[config.mk]
export PLATFORM = sky130hd
export DESIGN_NAME = cache_ctrl
export DESIGN_NICKNAME = d
export VERILOG_FILES = /design/src/rtl/cache_types_pkg.sv /design/src/rtl/mem_bus_pkg.sv /design/src/rtl/cache_ctrl.sv
export VERILOG_INCLUDE_DIRS = /design/src /design/src/include
export SDC_FILE = /design/constraint.sdc
export NUM_CORES = 1
export LEC_CHECK = 0
export BUFFER_PORTS_ARGS = -buffer_cell sky130_fd_sc_hd__buf_2
export CAP_MARGIN = 40
export CORE_AREA = 5 5 92 94
export DETAILED_ROUTE_END_ITERATION = 8
export DIE_AREA = 0 0 97 99
export PLACE_DENSITY = 0.62
export SLEW_MARGIN = 10
export SYNTH_ARGS = -nofsm -noshare
export SYNTH_HDL_FRONTEND = slang
export SYNTH_SLANG_ARGS = --single-unit
[constraint.sdc]
create_clock -name clk -period 2.2 [get_ports clk]
set_input_delay 0.44 -clock clk [delete_from_list [all_inputs] [get_ports clk]]
set_output_delay 0.44 -clock clk [all_outputs]
set_load 0.01 [all_outputs]
[src/include/cache_consts.svh]
//====================================================================
// cache geometry and address field widths for the L1 data cache
//====================================================================
`ifndef CACHE_CONSTS_SVH
`define CACHE_CONSTS_SVH

// address and data path width
`define CACHE_ADDR_BITS 32

// line count and index
`define CACHE_LINES 64
`define CACHE_INDEX_BITS 6 // log2 of line count

// words in a line and the select field
`define CACHE_WORDS_PER_LINE 4
`define CACHE_WORD_SEL_BITS 2

// byte offset inside a word
`define CACHE_BYTE_OFF_BITS 2

// what is left of the address above index, word and byte offset
`define CACHE_TAG_BITS 22

// full line width, four 32-bit words
`define CACHE_LINE_BITS 128

`endif
[src/rtl/cache_types_pkg.sv]
//====================================================================
// cache internal types: address split, line, byte enables, enums
//====================================================================
`include "cache_consts.svh"

package cache_types_pkg;

  typedef logic [`CACHE_ADDR_BITS-1:0] word_t; // one data word

  // address as the cache sees it, tag on top
  typedef struct packed {
    logic [`CACHE_TAG_BITS-1:0]      tag;
    logic [`CACHE_INDEX_BITS-1:0]    index;
    logic [`CACHE_WORD_SEL_BITS-1:0] word;
    logic [`CACHE_BYTE_OFF_BITS-1:0] byte_off;
  } cache_addr_t;

  typedef logic [`CACHE_LINE_BITS-1:0] line_t;
  typedef logic [`CACHE_LINE_BITS/8-1:0] line_be_t; // one bit per line byte

  // access size, same codes the core puts on its type bus
  typedef enum logic [2:0] {
    acc_byte    = 3'b000,
    acc_hword   = 3'b001,
    acc_word    = 3'b010,
    acc_byte_u  = 3'b100,
    acc_hword_u = 3'b101
  } access_type_e;

  // controller FSM
  typedef enum logic [2:0] {
    st_idle,
    st_lookup,      // tag and data reads valid here
    st_store_req,
    st_store_wait,
    st_refill_req,
    st_refill_wait,
    st_reread,      // line just filled, read word again
    st_done
  } ctrl_state_e;

endpackage

[src/rtl/mem_bus_pkg.sv]
//====================================================================
// core side and memory side bus structs of the data cache
//====================================================================

package mem_bus_pkg;

  // core to cache, held stable while req is high
  typedef struct packed {
    logic                        req;
    logic                        write;    // high for a store
    cache_types_pkg::cache_addr_t addr;
    cache_types_pkg::word_t      wdata;    // already placed in its byte lanes
    cache_types_pkg::access_type_e acc_type;
  } core_req_t;

  // cache to core
  typedef struct packed {
    cache_types_pkg::word_t rdata; // zero outside the finishing cycle
    logic                   stall;
  } core_rsp_t;

  // cache to memory, req is a single cycle pulse
  typedef struct packed {
    logic                          req;
    logic                          write;
    cache_types_pkg::word_t        addr;
    cache_types_pkg::word_t        wdata;
    cache_types_pkg::access_type_e acc_type;
  } mem_req_t;

  // memory to cache
  typedef struct packed {
    cache_types_pkg::word_t rdata; // valid in first non-busy cycle
    logic                   busy;
  } mem_rsp_t;

endpackage

[src/rtl/cache_ctrl.sv]
//====================================================================
// cache controller FSM: lookup, write-through store, line refill
//====================================================================
`timescale 1ns/1ps
`include "cache_consts.svh"

module cache_ctrl (
  input  logic                            clk,
  input  logic                            rst,
  input  mem_bus_pkg::core_req_t          core_req,
  input  logic                            hit,
  input  cache_types_pkg::word_t          rd_word,
  input  mem_bus_pkg::mem_rsp_t           mem_rsp,
  output mem_bus_pkg::core_rsp_t          core_rsp,
  output mem_bus_pkg::mem_req_t           mem_req,
  output logic                            store_en,
  output logic                            fill_en,
  output logic                            set_line,
  output logic [`CACHE_WORD_SEL_BITS-1:0] fill_word
);

  cache_types_pkg::ctrl_state_e    state, next_state;
  logic [`CACHE_WORD_SEL_BITS-1:0] cnt;         // refill word counter
  logic                            refill_done; // one refill word back
  cache_types_pkg::cache_addr_t    refill_addr;

  //==================================================================
  // state and counter
  //==================================================================
  always_ff @(posedge clk, posedge rst) begin
    if (rst) begin
      state <= cache_types_pkg::st_idle;
      cnt   <= '0;
    end else begin
      state <= next_state;
      if (refill_done) begin
        cnt <= cnt + 1'b1; // wraps to 0 after the last word
      end
    end
  end

  assign refill_done = (state == cache_types_pkg::st_refill_wait) && !mem_rsp.busy;

  always_comb begin
    next_state = state;
    case (state)
      cache_types_pkg::st_idle:
        if (core_req.req) next_state = cache_types_pkg::st_lookup;
      cache_types_pkg::st_lookup:
        if (core_req.write) next_state = cache_types_pkg::st_store_req; // hit or miss
        else if (hit)       next_state = cache_types_pkg::st_done;
        else                next_state = cache_types_pkg::st_refill_req;
      cache_types_pkg::st_store_req:  next_state = cache_types_pkg::st_store_wait;
      cache_types_pkg::st_store_wait:
        if (!mem_rsp.busy) next_state = cache_types_pkg::st_done;
      cache_types_pkg::st_refill_req: next_state = cache_types_pkg::st_refill_wait;
      cache_types_pkg::st_refill_wait:
        if (refill_done) begin
          next_state = (&cnt) ? cache_types_pkg::st_reread
                              : cache_types_pkg::st_refill_req;
        end
      cache_types_pkg::st_reread: next_state = cache_types_pkg::st_done;
      default: next_state = cache_types_pkg::st_idle; // st_done included
    endcase
  end

  //==================================================================
  // array controls
  //==================================================================
  assign store_en  = (state == cache_types_pkg::st_lookup) && core_req.write && hit;
  assign fill_en   = refill_done;
  assign set_line  = refill_done && (&cnt); // tag goes in with the last word
  assign fill_word = cnt;

  // word n of the missing line
  always_comb begin
    refill_addr          = core_req.addr;
    refill_addr.word     = cnt;
    refill_addr.byte_off = '0;
  end

  //==================================================================
  // memory request
  //==================================================================
  always_comb begin
    mem_req = '0;
    if (state == cache_types_pkg::st_refill_req || state == cache_types_pkg::st_refill_wait) begin
      mem_req.addr     = refill_addr;
      mem_req.acc_type = cache_types_pkg::acc_word;
    end else if (state == cache_types_pkg::st_store_req ||
                 state == cache_types_pkg::st_store_wait) begin
      mem_req.write    = 1'b1;
      mem_req.addr     = core_req.addr; // store forwarded as is
      mem_req.wdata    = core_req.wdata;
      mem_req.acc_type = core_req.acc_type;
    end
    mem_req.req = (state == cache_types_pkg::st_store_req) ||
                  (state == cache_types_pkg::st_refill_req);
  end

  // core response, finishing cycle is st_done
  assign core_rsp.stall = core_req.req && (state != cache_types_pkg::st_done);
  assign core_rsp.rdata = (state == cache_types_pkg::st_done && !core_req.write) ? rd_word : '0;

endmodule

Word level (Yosys, flattened, before mapping)
Cells that the tools add are included.
{"block": "classes", "muxes": 13, "reduce_logical": 14, "addsub": 1, "eq_ne": 11}
{"cell": "32-bit 2-to-1 mux", "count": 3}
{"cell": "68-bit 2-to-1 mux", "count": 1}
{"cell": "3-bit one-hot mux with 7 select lines", "count": 1}
{"cell": "3-bit 2-to-1 mux", "count": 5}
{"cell": "3-bit equality test, second input constant", "count": 4}
{"cell": "3-bit by 2-bit equality test with 1-bit output, second input constant", "count": 2}
{"cell": "1-bit logical AND", "count": 6}
{"cell": "2-bit inequality test, second input constant", "count": 3}
{"cell": "2-bit 2-to-1 mux", "count": 2}
{"cell": "3-bit by 1-bit equality test with 1-bit output, second input constant", "count": 1}
{"cell": "3-bit logical NOT", "count": 1}
{"cell": "1-bit logical OR", "count": 3}
{"cell": "3-bit inequality test, second input constant", "count": 1}
{"cell": "3-bit AND reduction", "count": 1}
{"cell": "2-bit by 1-bit adder with 2-bit output, second input constant", "count": 1}
{"cell": "1-bit logical NOT", "count": 2}
{"cell": "2-bit AND reduction", "count": 1}
{"cell": "1-bit 2-to-1 mux", "count": 1}
{"block": "word_totals", "elab_cells": 41, "register_bits": 5}

Logic depth before layout (Yosys ltp)
{"block": "depth", "ltp_word": 4, "ltp_mapped": 6, "ltp_nobuf": 3}

Least setup slack after synthesis
OpenSTA, ideal clock, no wires.
{"block": "synth_timing", "kind": "reg-to-output", "start": "register state[1]", "end": "output mem_req[56] in the netlist's numbering", "setup_slack_ns": 0.500, "t_arrival_ns": 1.260, "n_path_buf": 3, "stages_incl_launch_ff": 7, "required_time_ns": 1.760, "path_cell_list": "dfrtp_1 -> buf_6 -> nor2b_4 -> or2_4 -> buf_6 -> buf_6 -> and2_4"}
{"item": "start, declared", "line": "cache_ctrl.sv:22", "rtl": "cache_types_pkg::ctrl_state_e state, next_state;"}
{"item": "start signal, assigned", "line": "cache_ctrl.sv:32", "rtl": "state <= cache_types_pkg::st_idle;"}
{"item": "start signal, assigned", "line": "cache_ctrl.sv:35", "rtl": "state <= next_state;"}
{"item": "end, declared", "line": "cache_ctrl.sv:15", "rtl": "output mem_bus_pkg::mem_req_t mem_req,"}

==> results.sh <==
export IMPL_htreeDepth=1
export IMPL_fin_area_um2=2230
export IMPL_via_count=1661
export IMPL_start_kind="flip-flop"
export IMPL_ys_ff_latch=5
export IMPL_crit_path_max_fanout=29
export IMPL_p_sw_uw=1050
export IMPL_multiInputGateArea_um2=842
export IMPL_arrival_ps=1550
export IMPL_critPathSlowestCell="dfrtp_2"
export IMPL_slowest_delay_ps=470
export IMPL_die_w_um=97
export IMPL_area_growth_syn_to_layout_pct=113
export IMPL_core_um2=7570
export IMPL_vdd_ir_drop_max_v=0.000612
export IMPL_port_buffers=211
export IMPL_grt_max_degree=41
export IMPL_synth_area_top_cells="and2_1, dfrtp_1, and2_4"
export IMPL_worst_pin_slew_ps=269
export IMPL_p_leak_uw=0.00145
export IMPL_p_seq_share_pct=10.5
export IMPL_fin_crit_sh_pct=90.3
export IMPL_dr_wl_met2_um=2990
export IMPL_ant_nets=0
export IMPL_maxUsedRoutingLayer="met4"
export IMPL_cp_cell_sequence="nor2b_4, or2_4, and2_1, buf_2"
export IMPL_ioPinCount=244
export IMPL_async_reset_ff_share_pct=100
export IMPL_max_freq_mhz=503
export IMPL_finalSetupTns_ps=0
export IMPL_combinationalPowerShare_pct=81.7
export IMPL_drt_first_iter_violations=36
export IMPL_netSwitchingFraction_pct=48.1
export IMPL_netlist_cell_type_count=27
export IMPL_synthCells=146
export IMPL_syn_avg_cell_area_um2=7.19
export IMPL_dpl_cell_area_um2=2180
export IMPL_fin_skew_ps=2.33
export IMPL_finalHoldViolCount=0
export IMPL_grt_pass1_wl_um=8140
export IMPL_die_h_um=99
export IMPL_crit_type="flip-flop to output port"
export IMPL_cts_tree="done"
export IMPL_synth_ff_type="dfrtp_1"
export IMPL_drive_gt1_share_pct=66.2
export IMPL_fin_nets=491
export IMPL_drv_slew=0
export IMPL_drt_met1_wl_um=2000
export IMPL_powerDensity_nw_per_um2=980
export IMPL_crit_buf_inv=1
export IMPL_path_clk_slew_ps=40
export IMPL_drt_total_wl_um=5380
export IMPL_drc_errors=0
export IMPL_rsz0062_at_grt="no"
export IMPL_cts_num_sinks=5
export IMPL_grt_total_usage_pct=9.98
export IMPL_wl_per_cell_um=11.9
export IMPL_yosysSeqAreaShare_pct=11.9
export IMPL_hpwl_um=4760
export IMPL_yosys_warnings=0
export IMPL_dieArea_um2=9600
export IMPL_rows=32
export IMPL_end_kind="output port"
export IMPL_grt_ovfl_total=0
export IMPL_critical_path_top_delay_family="simple AND/OR/NAND/NOR gates"
export IMPL_synth_area_um2=1050
export IMPL_numCtsBuffers=3
export IMPL_p_clk_share_pct=7.9
export IMPL_required_ps=1760
export IMPL_final_min_clock_period_ps=1990
export IMPL_dr_wl_met3_um=336
export IMPL_fillers=821
export IMPL_num_antenna_cells=0
export IMPL_hp_class="input port to async pin"
export IMPL_drv_cap=0
export IMPL_gp_congestion=0.739
export IMPL_regArea_um2=126
export IMPL_syn_nets=284
export IMPL_finalSetupViolCount=0
export IMPL_slew_headroom_pct=81.8
export IMPL_internal_power_uw=1130
export IMPL_root_buffer="clkbuf_8"
export IMPL_status="finished, final reports clean"
export IMPL_clock_latency_ps=220
export IMPL_synth_top_area_share_pct=52.4
export IMPL_start_util_pct=13.9
export IMPL_synth_top_area_cell="and2_1"
export IMPL_first_global_vias=1605
export IMPL_antenna_found_initial=0
export IMPL_dr_pass1_iters=4
export IMPL_ctsLongestPathBuffers=2
export IMPL_synth_edf_count=0
export IMPL_via_per_inst=3.66
worst paths after layout:
| path | to | slack [ps] | from | depth (start not counted) |
|---|---|---|---|---|
| max reg2reg | fill_word[1] | 800 | state[1] | 3 |
| max in group asynchronous | state[2] | 1890 | rst | 2 |
| max | mem_req[42] | 210 | state[2] | 4 |
| min reg2reg | fill_word[0] | 530 | fill_word[0] | 1 |
| min | fill_word[1] | 110 | rst | 2 |
| min in group clk | fill_word[0] | 530 | fill_word[0] | 1 |
cells in the mapped netlist, types with 2 or more instances:
cell type / number
and2_1: 88
and2_4: 10
clkbuf_1: 8
dfrtp_1: 5
a21oi_1: 4
buf_6: 3
inv_1: 3
a22o_1: 2
nand3_1: 2
nor2b_1: 2
nor2b_4: 2
nor3_1: 2
kinds of logic after synthesis:
group	share of synthesized area [%]
buffers and inverters	7.87
flip-flops	11.9
multiplexers	1.07
AND/OR/NAND/NOR	71.0
XOR/XNOR	0.834
adder cells (fa/ha/maj)	1.19
AO/OA/AOI/OAI	6.08
state kept, by name, indices dropped and copies added, names as in the netlist:
name / count
fill_word: 2
state: 3
layout by cell type, fill, tap and decap left out:
cell type	count
nor3_1	2
clkbuf_1	1
nor4_1	1
inv_1	3
nand2b_1	1
nand2_1	1
dfrtp_2	1
a31oi_1	1
clkbuf_8	3
dfrtp_1	4
a21o_1	1
and2_4	10
o21ai_0	1
or2_4	1
buf_2	211
nor4b_1	1
nand3_1	2
mux2_2	1
and2_1	88
xor2_1	1
nor2_1	1
nor2b_4	2
buf_4	3
a22o_1	2
a21oi_1	4
nor2b_1	2
nor3_2	1
o31ai_1	1
ha_1	1
metrics by stage:
step	utilization, %	instances	hold slack, ps	worst slack (ps)	total power [µW]
global route	29.5	454	118	98.4	2410
floorplan	-	146	219	500	1380
CTS	29.5	454	107	80.0	2240
global placement	28.9	450	346	340	2030
detailed placement	28.9	450	346	318	2050
finish	29.5	454	111	213	2190
power groups by stage:
stage / logic (µW) / registers [µW] / clock network [µW]
after floorplan: 1190 / 188 / 0
after global placement: 1800 / 226 / 0
after detailed placement: 1830 / 229 / 0
after CTS: 1830 / 228 / 178
after global routing: 1990 / 242 / 182
final: 1790 / 229 / 172
timing repair:
item / CTS / global route
buffers inserted: 0 / 0
resized for setup: 0 / 1
setup endpoints to repair: 0 / 6
endpoints found under the hold margin: 0 / 0
hold buffers: 0 / 0
area by class of cell:
class	count	share of cell area, %
Multi-Input combinational cell	126	37.7
Clock buffer	4	2.02
Inverter	3	0.505
Timing Repair Buffer	214	48.3
Sequential cell	5	5.66
Tap cell	102	5.72
per-layer routing:
layer  global-route usage (%)  up-vias
li1                         -      862
met1                     11.7      730
met2                     18.6       63
met3                     1.98        6
met4                     2.27        0
met5                        0        -
(Power assumes the default switching activity.)
