$ cat config.mk
export PLATFORM = sky130hd
export DESIGN_NAME = tag_store
export DESIGN_NICKNAME = d
export VERILOG_FILES = /design/src/rtl/cache_types_pkg.sv /design/src/rtl/tag_store.sv
export VERILOG_INCLUDE_DIRS = /design/src /design/src/include
export SDC_FILE = /design/constraint.sdc
export NUM_CORES = 1
export LEC_CHECK = 0
export ABC_AREA = 1
export BUFFER_PORTS_ARGS = -buffer_cell sky130_fd_sc_hd__buf_4
export CAP_MARGIN = 30
export CORE_UTILIZATION = 35
export CTS_CLUSTER_SIZE = 20
export DETAILED_ROUTE_END_ITERATION = 7
export GPL_TIMING_DRIVEN = 0
export PLACE_DENSITY_LB_ADDON = 0.05
export SYNTH_ARGS = -nofsm -noshare
export SYNTH_HDL_FRONTEND = slang
export SYNTH_SLANG_ARGS = --single-unit
$ cat constraint.sdc
create_clock -name clk -period 5.39 [get_ports clk]
set_input_delay 0.539 -clock clk [delete_from_list [all_inputs] [get_ports clk]]
set_output_delay 0.539 -clock clk [all_outputs]
set_load 0.1 [all_outputs]
$ cat src/include/cache_consts.svh
//====================================================================
// cache geometry and address field widths for the L1 data cache
//====================================================================
`ifndef CACHE_CONSTS_SVH
`define CACHE_CONSTS_SVH

// address and data path width
`define CACHE_ADDR_BITS 32

// line count and index
`define CACHE_LINES 64
`define CACHE_INDEX_BITS 6 // log2 of line count

// words in a line and the select field
`define CACHE_WORDS_PER_LINE 4
`define CACHE_WORD_SEL_BITS 2

// byte offset inside a word
`define CACHE_BYTE_OFF_BITS 2

// what is left of the address above index, word and byte offset
`define CACHE_TAG_BITS 22

// full line width, four 32-bit words
`define CACHE_LINE_BITS 128

`endif
$ cat src/rtl/cache_types_pkg.sv
//====================================================================
// cache internal types: address split, line, byte enables, enums
//====================================================================
`include "cache_consts.svh"

package cache_types_pkg;

  typedef logic [`CACHE_ADDR_BITS-1:0] word_t; // one data word

  // address as the cache sees it, tag on top
  typedef struct packed {
    logic [`CACHE_TAG_BITS-1:0]      tag;
    logic [`CACHE_INDEX_BITS-1:0]    index;
    logic [`CACHE_WORD_SEL_BITS-1:0] word;
    logic [`CACHE_BYTE_OFF_BITS-1:0] byte_off;
  } cache_addr_t;

  typedef logic [`CACHE_LINE_BITS-1:0] line_t;
  typedef logic [`CACHE_LINE_BITS/8-1:0] line_be_t; // one bit per line byte

  // access size, same codes the core puts on its type bus
  typedef enum logic [2:0] {
    acc_byte    = 3'b000,
    acc_hword   = 3'b001,
    acc_word    = 3'b010,
    acc_byte_u  = 3'b100,
    acc_hword_u = 3'b101
  } access_type_e;

  // controller FSM
  typedef enum logic [2:0] {
    st_idle,
    st_lookup,      // tag and data reads valid here
    st_store_req,
    st_store_wait,
    st_refill_req,
    st_refill_wait,
    st_reread,      // line just filled, read word again
    st_done
  } ctrl_state_e;

endpackage

$ cat src/rtl/tag_store.sv
//====================================================================
// tag array with valid bits, registered lookup and hit compare
//====================================================================
`timescale 1ns/1ps
`include "cache_consts.svh"

module tag_store (
  input  logic                         clk,
  input  logic                         rst,
  input  cache_types_pkg::cache_addr_t addr,
  input  logic                         set_line, // install tag, mark valid
  output logic                         hit
);

  logic [`CACHE_TAG_BITS-1:0] tags [`CACHE_LINES]; // no reset needed
  logic [`CACHE_LINES-1:0]    valid;

  logic [`CACHE_TAG_BITS-1:0] tag_q;   // registered tag read
  logic                       valid_q; // registered valid read

  //==================================================================
  // valid bits
  //==================================================================
  always_ff @(posedge clk, posedge rst) begin
    if (rst) begin
      valid   <= '0;
      valid_q <= 1'b0;
    end else begin
      valid_q <= valid[addr.index]; // old value on a set edge
      if (set_line) begin
        valid[addr.index] <= 1'b1;
      end
    end
  end

  //==================================================================
  // tag array
  //==================================================================
  always_ff @(posedge clk) begin
    tag_q <= tags[addr.index];
    if (set_line) begin
      tags[addr.index] <= addr.tag;
    end
  end

  // compare against the live tag, core holds addr through the access
  assign hit = valid_q && (tag_q == addr.tag);

endmodule

### Word level (Yosys, flattened, before mapping)

Memories as Yosys holds them, arrays and structs flattened. A register that Yosys moved wholly into a read port is not among the register bits.
Index checks and enable logic that the tools add are counted.

* logic and storage cells: 15
* bits in latches: 0
* memories: 1
* memory bits (read-only): 0
* flip-flop bits (word level): 65
* bits of input ports: 35
* bits in writable memories: 1408
* output and inout port bits: 1

* $lt $le $gt $ge: 2
* bitwise operators: 1
* mux-type cells: 6
* shift operators: 0
* eq/ne operators: 1
* divide/modulo/power cells: 0
* reduce and logical (&&, ||, !) cells: 2
* $add $sub $neg: 0
* multipliers: 0

Memory list
* tags: words 64, bits a word 22, rd ports 1, clocked after Yosys merged registers in 1, write ports 1, line tag_store.sv:15 `` logic [`CACHE_TAG_BITS-1:0] tags [`CACHE_LINES]; ``

Operators by type and width (count)
* 64-bit bitwise OR: 1
* 22-bit equality test: 1
* 6-bit by 7-bit < comparator with 1-bit output (second input constant): 1
* 1-bit binary-select mux with 6-bit select: 1
* 1-bit demux with 6-bit select: 1
* 6-bit by 1-bit >= comparator with 1-bit output (second input constant): 1
* 1-bit two-way mux: 4
* 1-bit logical AND: 2

### Longest topological paths before layout

Gate-level depths: netlist of run 1.

* depth in word-level cells: 5
* depth in mapped cells: 12
* gate-level depth less buffers: 8

### Worst setup path after synthesis of run 1

OpenSTA, ideal clock, no wires.

* path type: input -> register
* start point: in addr[4] (netlist name)
* end point: mem tags[12][0] (netlist name) (enable)
* path buffers: 5
* data required time: 4989 ps
* library setup time: 401 ps
* cell stages on the path: 8
* arrival time: 2438 ps
* slack: 2551 ps
* cells stage by stage: buf_4 inv_2 buf_6 buf_6 buf_4 nand3_1 buf_2 nor2_1

RTL lines
* start, declared: line tag_store.sv:10 `input cache_types_pkg::cache_addr_t addr,`
* end, declared: line tag_store.sv:15

Straight into the memory's write port.

### Worst setup path in the final report of run 1

* start point: in addr[22] (netlist name)
* end point: out hit

* cells in the longest elaborated chain, start to end: 2

RTL lines
* 22-bit equality test: line tag_store.sv:47 `assign hit = valid_q && (tag_q == addr.tag);`
* 1-bit logical AND: line tag_store.sv:47
* end, declared: line tag_store.sv:12 `output logic hit`

Every way passes these cells.

==> results of run 1 <==
[cells by family after synthesis]
| logic type | synth area share, % |
|---|---|
| XOR/XNOR | 0.109 |
| AO/OA/AOI/OAI | 2.29 |
| buffers and inverters | 10.3 |
| AND/OR/NAND/NOR | 18.3 |
| flip-flops | 69.0 |
[critical path: cells and delay by family]
kind / cells / cell delay (ps)
buf+inv: 4 / 1180
simple gates: 4 / 860
compound gates: 1 / 180
[placed cells by master (no fill, tap or decap), drive strengths merged, types with 68 or more instances in the layout]
cell type / synthesis / routed
buf: 233 / 315
clkbuf: 44 / 281
clkinv: 0 / 68
edfxtp: 1408 / 1408
inv: 1371 / 1376
nand2: 1861 / 1861
nand3: 702 / 702
nor2: 169 / 169
o21ai: 251 / 251
or2: 89 / 89
[layout make-up]
| cell class | count | area [um^2] | area share (%) |
|---|---|---|---|
| sequential | 1495 | 44300 | 60.0 |
| buffer | 277 | 1440 | 1.95 |
| clock buffer | 237 | 4740 | 6.41 |
| timing repair buffer | 83 | 1230 | 1.67 |
| multi-input combinational | 3117 | 13600 | 18.4 |
| clock inverter | 75 | 403 | 0.545 |
| antenna | 10 | 25.0 | 0.0338 |
| tap | 2370 | 2970 | 4.01 |
| inverter | 1371 | 5150 | 6.96 |
[layer usage]
metal  wire (um)  share of wire (%)  global-route usage (%)
met1      102000                 45                    33.7
met2      105000                 47                    39.2
met3       11600                5.2                    3.21
met4        5580                2.5                    6.64
met5          27              0.012                       0
[state kept, by name, indices dropped and copies added (netlist names)]
| signal | flops |
|---|---|
| valid_q | 1 |
| tags | 1408 |
| tag_q | 22 |
| valid | 64 |
[repair_timing]
action,CTS,global route
hold endpoints to repair,65,0
endpoints found under the setup margin,0,0
buffers inserted,0,0
hold buffers,1,0
[worst paths after layout]
check / startpoint / end / slack, ps
max: addr[22] / hit / 1990
min: addr[20] / tags[45][10] / 170
max reg2reg: tags[52][6] / tag_q[6] / 2870
min reg2reg: valid[23] / valid[23] / 460
max in group asynchronous: rst / valid[41] / 4680
min in group asynchronous: rst / valid[29] / 380
[where the power goes]
part	internal (W)	switching [W]
clock	0.00620	0.00482
combinational	0.000351	0.00130
sequential	0.0128	0.0000274
[through the flow]
stage / util (%) / instances
after CTS: 40.7 / 9022
final: 40.7 / 9035
after floorplan: - / 6260
after global placement: 37.1 / 8659
after detailed placement: 37.9 / 8709
after global routing: 40.7 / 9026
==> summary.md, run 1 <==
| Metric | Value |
|---|---|
| Seq/Total Area, Yosys | 69.0% |
| Tcrit/Tclk final | 63.0% |
| Final slew viol count | 0 |
| Core Box Area | 182000 um^2 |
| Pwr Total | 0.0255 W |
| Clock latency at the later pin of the worst-skew pair | 820 ps |
| Dpl cell area | 68700 um^2 |
| Worst hold slack | 171 ps |
| Crit. End Element | output pin |
| Resize count post-CTS | 0 |
| Maximum clock frequency | 294 MHz |
| Site Rows | 156 |
| Die height | 430 um |
| P per Cell Area | 345 nW/um^2 |
| Initial antenna violation count | 27 |
| DR WL/cell | 24.8 um |
| Starting Density | 35.4% |
| Critical path fanouts, max | 33 |
| Final WL | 224000 um |
| Share of post-route cells with drive strength above 1 | 10.1% |
| Die Width | 430 um |
| CP Cell Sequence | buf_4 > buf_16 > inv_1 > a21boi_0 > nand4_1 > nor2_1 > nand2_1 > nor2_1 > buf_4 |
| Reg2Reg Depth | 8 |
| Register bit count reported by yosys | 1495 |
| Routability cong. | 0.917 |
| ANT nets after route | 0 |
| Leakage | 32.3 nW |
| Clock-pin slew on the worst setup and hold paths | 60 ps |
| Fillers | 17700 |
| Hold Path Cell Cnt | 1 |
| Number of global-route vias before repair | 40000 |
| Total clock sinks | 1495 |
| IO Count | 36 |
| CTS tree | built |
| Gate Count Post-Synth | 6260 |
| Slew at the pin closest to its max-slew limit | 1070 ps |
| Pre-CTS setup slack | 1250 ps |
| Largest net degree at the start of global routing | 67 |
| IO buf count | 29 |
| Nets | 6552 |
| Post-synth top cells | nand2_1, edfxtp_1, inv_1, nand3_1, buf_2 |
| Ys flop type | edfxtp_1 |
| VDD IR-drop max | 0.000220 V |
| Req. time, crit path | 4850 ps |
| DR vias/cell | 4.70 |
| Layout area overhead | 15.1% |
| Max Cap Violations | 0 |
| HPWL after DPL | 153000 um |
| Initial DRC count | 3953 |
| Slowest CP cell | nor2_1 |
| Critical Path Start Type | input pin |
| Worst Hold Class | input pin to flip-flop |
| Run status | complete, no violations |
| Synth async-reset ratio | 4.35% |
| 1st-pass router iterations | 5 |
| Root buffer cell | clkbuf_16 |
| Top-count cell post-synth | nand2_1 |
| Post-route worst setup slack | 1990 ps |
| Vias | 42500 |
| Top post-synthesis cells by area | edfxtp_1, nand2_1, inv_1 |
| DR DRC count | 0 |
| Count of different cell masters after synthesis | 28 |
| Clock Path Buffers | 3 |
| Mapped Area | 64200 um^2 |
| Endpoints failing setup | 0 |
| Design area | 73900 um^2 |
| First-pass GRT wire length | 311000 um |
| Mapped Avg Cell Area | 10.3 um^2 |
| Number of CTS-inserted buffers | 172 |
| GRT Resource Usage Total | 24.1% |
| CP arrival | 2860 ps |
| Critical setup path kind | input pin to output pin |
| H-tree depth | 4 |
| Number of synthesized flops with an enable pin | 1408 |
| Yosys warns | 0 |
| Clock skew | 20.8 ps |
| Area share of the largest cell type after synthesis | 65.8% |
| RSZ-0062 raised after global routing | false |
| Syn_nets | 6295 |
| Yosys top cell by area | edfxtp_1 |
| Relative slew slack | 28.3% |
| Die ar. | 185000 um^2 |
| Setup tns final | 0 ps |
| Final Hold Viols | 0 |
| Total gr overflow | 0 |
| Min Tclk post-route | 3400 ps |
| Max incr delay on CP | 520 ps |
Note: power is estimated with default switching activity, not from simulation.
==> inputs of run 2 (changes only) <==
--- a/config.mk
+++ b/config.mk
@@ -6,7 +6,7 @@
 export SDC_FILE = /design/constraint.sdc
 export NUM_CORES = 1
 export LEC_CHECK = 0
-export ABC_AREA = 1
+export ABC_AREA = 0
 export BUFFER_PORTS_ARGS = -buffer_cell sky130_fd_sc_hd__buf_4
 export CAP_MARGIN = 30
 export CORE_UTILIZATION = 35
==> constraint.sdc (replaced) <==
create_clock -name clk -period 2.9 [get_ports clk]
set_input_delay 0.29 -clock clk [delete_from_list [all_inputs] [get_ports clk]]
set_output_delay 0.29 -clock clk [all_outputs]
set_load 0.1 [all_outputs]
==> summary.md, run 2 <==
| Metric | Value |
|---|---|
| Run status | complete, no violations |
| Regs by FF count | tags x1408, valid x64, tag_q x22 |
| Top register by number of flip-flops | tags |
| Hold path start | addr[20] |
| DR vias/cell | 5.44 |
| Final slew viol count | 0 |
| Worst Hold Class | input pin to flip-flop |
| NetSw | 0.0103 W |
| Clock skew | 20.3 ps |
| Total gr overflow | 0 |
| Routability cong. | 0.827 |
| Initial DRC count | 2828 |
| Endpoints failing setup | 0 |
| Root buffer cell | clkbuf_16 |
| Most common cell after layout, fill and taps aside | edfxtp_1 |
| Synth async-reset ratio | 4.35% |
| CP arrival | 3440 ps |
| Share of post-route cells with drive strength above 1 | 24.1% |
| Hold Path Cell Cnt | 1 |
| Number of global-route vias before repair | 30400 |
| Leakage | 21.5 nW |
| DR WL/cell | 32.6 um |
| Clock latency at the later pin of the worst-skew pair | 760 ps |
| HPWL after DPL | 112000 um |
| Ys flop type | edfxtp_1 |
| IO Count | 36 |
| Critical Path Start Type | input pin |
| IO buf count | 30 |
| Seq/Total Area, Yosys | 77.8% |
| Largest net degree at the start of global routing | 66 |
| VDD IR-drop max | 0.000613 V |
| Nets | 3182 |
| Tcrit/Tclk final | 97.8% |
| Flop pwr share | 51.6% |
| Final core occ | 41.4% |
| Yosys top cell by area | edfxtp_1 |
| Reg2Reg Depth | 5 |
| CTS tree | built |
| Number of synthesized flops with an enable pin | 1408 |
| Gate Count Post-Synth | 2886 |
| Post-route worst setup slack | 64.0 ps |
| Site Rows | 147 |
| Final WL | 177000 um |
| Mapped Avg Cell Area | 19.8 um^2 |
| Sw Ratio | 22.1% |
| RSZ-0062 raised after global routing | false |
| R2r startpoint | tags[42][9] |
| Dpl cell area | 61400 um^2 |
| Final Non-Filler Cells | 5436 |
| GRT Resource Usage Total | 21.7% |
| Pre-CTS setup slack | -980 ps |
| First-pass GRT wire length | 245000 um |
| DR DRC count | 0 |
| Combinational Power Share | 6.1% |
| Core Box Area | 161000 um^2 |
| Clock-pin slew on the worst setup and hold paths | 60 ps |
| Worst Hold Endpoint | tags[58][10] |
| # Post-CTS Setup Buffers | 0 |
| Die height | 406 um |
| Number of CTS-inserted buffers | 165 |
| Register bit count reported by yosys | 1495 |
| Highest-count cells in the layout ignoring fill and taps | edfxtp_1, mux2i_1, a221oi_1 |
| Largest register FFs | 1408 |
| Crit. End Element | flip-flop |
| Design area | 66700 um^2 |
| Critical path fanouts, max | 10 |
| P per Cell Area | 701 nW/um^2 |
| Die ar. | 164000 um^2 |
| Clock power frac | 42.3% |
| Power Internal | 0.0364 W |
| Syn_nets | 2921 |
| H-tree depth | 4 |
| Slew at the pin closest to its max-slew limit | 1190 ps |
| Mapped Area | 57000 um^2 |
| Top post-synthesis cells by area | edfxtp_1, mux4_2, mux2i_1 |
| Min Tclk post-route | 2840 ps |
| Placed Instances | 5125 |
| Vias | 29600 |
| Layout area overhead | 17.1% |
| Maximum clock frequency | 353 MHz |
| Post-synth top cells | edfxtp_1, mux2i_1, a221oi_1, mux4_2, nor2_1 |
| 1st-pass router iterations | 7 |
| ANT nets after route | 0 |
| Total clock sinks | 1495 |
| Clock Path Buffers | 3 |
| Initial antenna violation count | 13 |
| Top-count cell post-synth | edfxtp_1 |
| Max Cap Violations | 0 |
| Starting Density | 35.4% |
| Critical setup path kind | input pin to flip-flop |
| Critical register-to-register path endpoint | tag_q[9] |
| Req. time, crit path | 3510 ps |
| Reg2Reg Setup Slack | 370 ps |
| Count of different cell masters after synthesis | 53 |
| Relative slew slack | 21.0% |
| Yosys warns | 0 |
| Area share of the largest cell type after synthesis | 74.2% |
| Worst hold slack | 26.4 ps |
| Die Width | 406 um |
| Final Hold Viols | 0 |
-- run 2: how the worst max path moves through the flow --
stage / from / to / slack [ps] / cells past startpoint
6_report: addr[5] / tag_q[15] / 60 / 9
5_1_grt: addr[5] / tags[15][14] / 4 / 7
4_1_cts: tag_q[9] / hit / 1 / 5
3_5_place_dp: addr[5] / tag_q[6] / -980 / 9
3_3_place_gp: addr[6] / tags[55][10] / -2490 / 5
2_1_floorplan: addr[5] / tags[19][0] / 250 / 5
-- run 2: kinds of logic after synthesis --
family	share of synthesized area [%]
buffers and inverters	1.74
muxes	11.3
xor gates and xnor gates	0.338
AOI/OAI and AO/OA	5.94
and+or+nand+nor	2.86
DFF	77.8
-- run 2: layout make-up --
type	instances	area, um^2
inverters	3	13.8
multi-input cells	1205	12200
diodes	6	15.0
repair buffers	93	1440
clock inverters	78	578
plain buffers	184	983
flip-flops and latches	1495	44300
fillers	14300	94400
well taps	2160	2700
clock buffers	212	4470
-- run 2: power groups by stage --
stage                     Sequential (W)  Combinational (W)  Clock [W]
final                             0.0241            0.00286     0.0198
after global placement            0.0245            0.00276          0
after global routing              0.0241            0.00303     0.0211
after floorplan                   0.0245            0.00144          0
after detailed placement          0.0246            0.00287          0
after CTS                         0.0241            0.00289     0.0202
-- run 2: worst max-delay path, cell delays in order --
cell and delay [ps]:
buf_4 120, buf_2 250, buf_2 320, nand2b_1 400
buf_2 530, buf_2 430, o221ai_1 380, a22oi_1 550
nand4_1 150
-- run 2: metal layers --
metal,vias to the layer above,global-route usage (%),share of wire (%)
li1,12600,-,-
met5,-,0,0.023
met3,225,3.43,4.7
met2,870,36.1,49
met1,15900,29.5,44
met4,6,5.63,2.6
-- run 2: per-stage QoR --
stage	total power [W]	TNS (ps)
2_1_floorplan	0.0259	0
3_3_place_gp	0.0273	-2653760
3_5_place_dp	0.0274	-515580
4_1_cts	0.0472	0
5_1_grt	0.0482	0
6_report	0.0468	0
-- run 2: repair_timing --
action | 4_1_cts | 5_1_grt
gates resized for setup | 7 | 1
pin swaps | 1 | 1
gates cloned | 0 | 1
hold buffers | 5 | 2
endpoints found under the hold margin | 69 | 25
setup endpoints to repair | 28 | 23
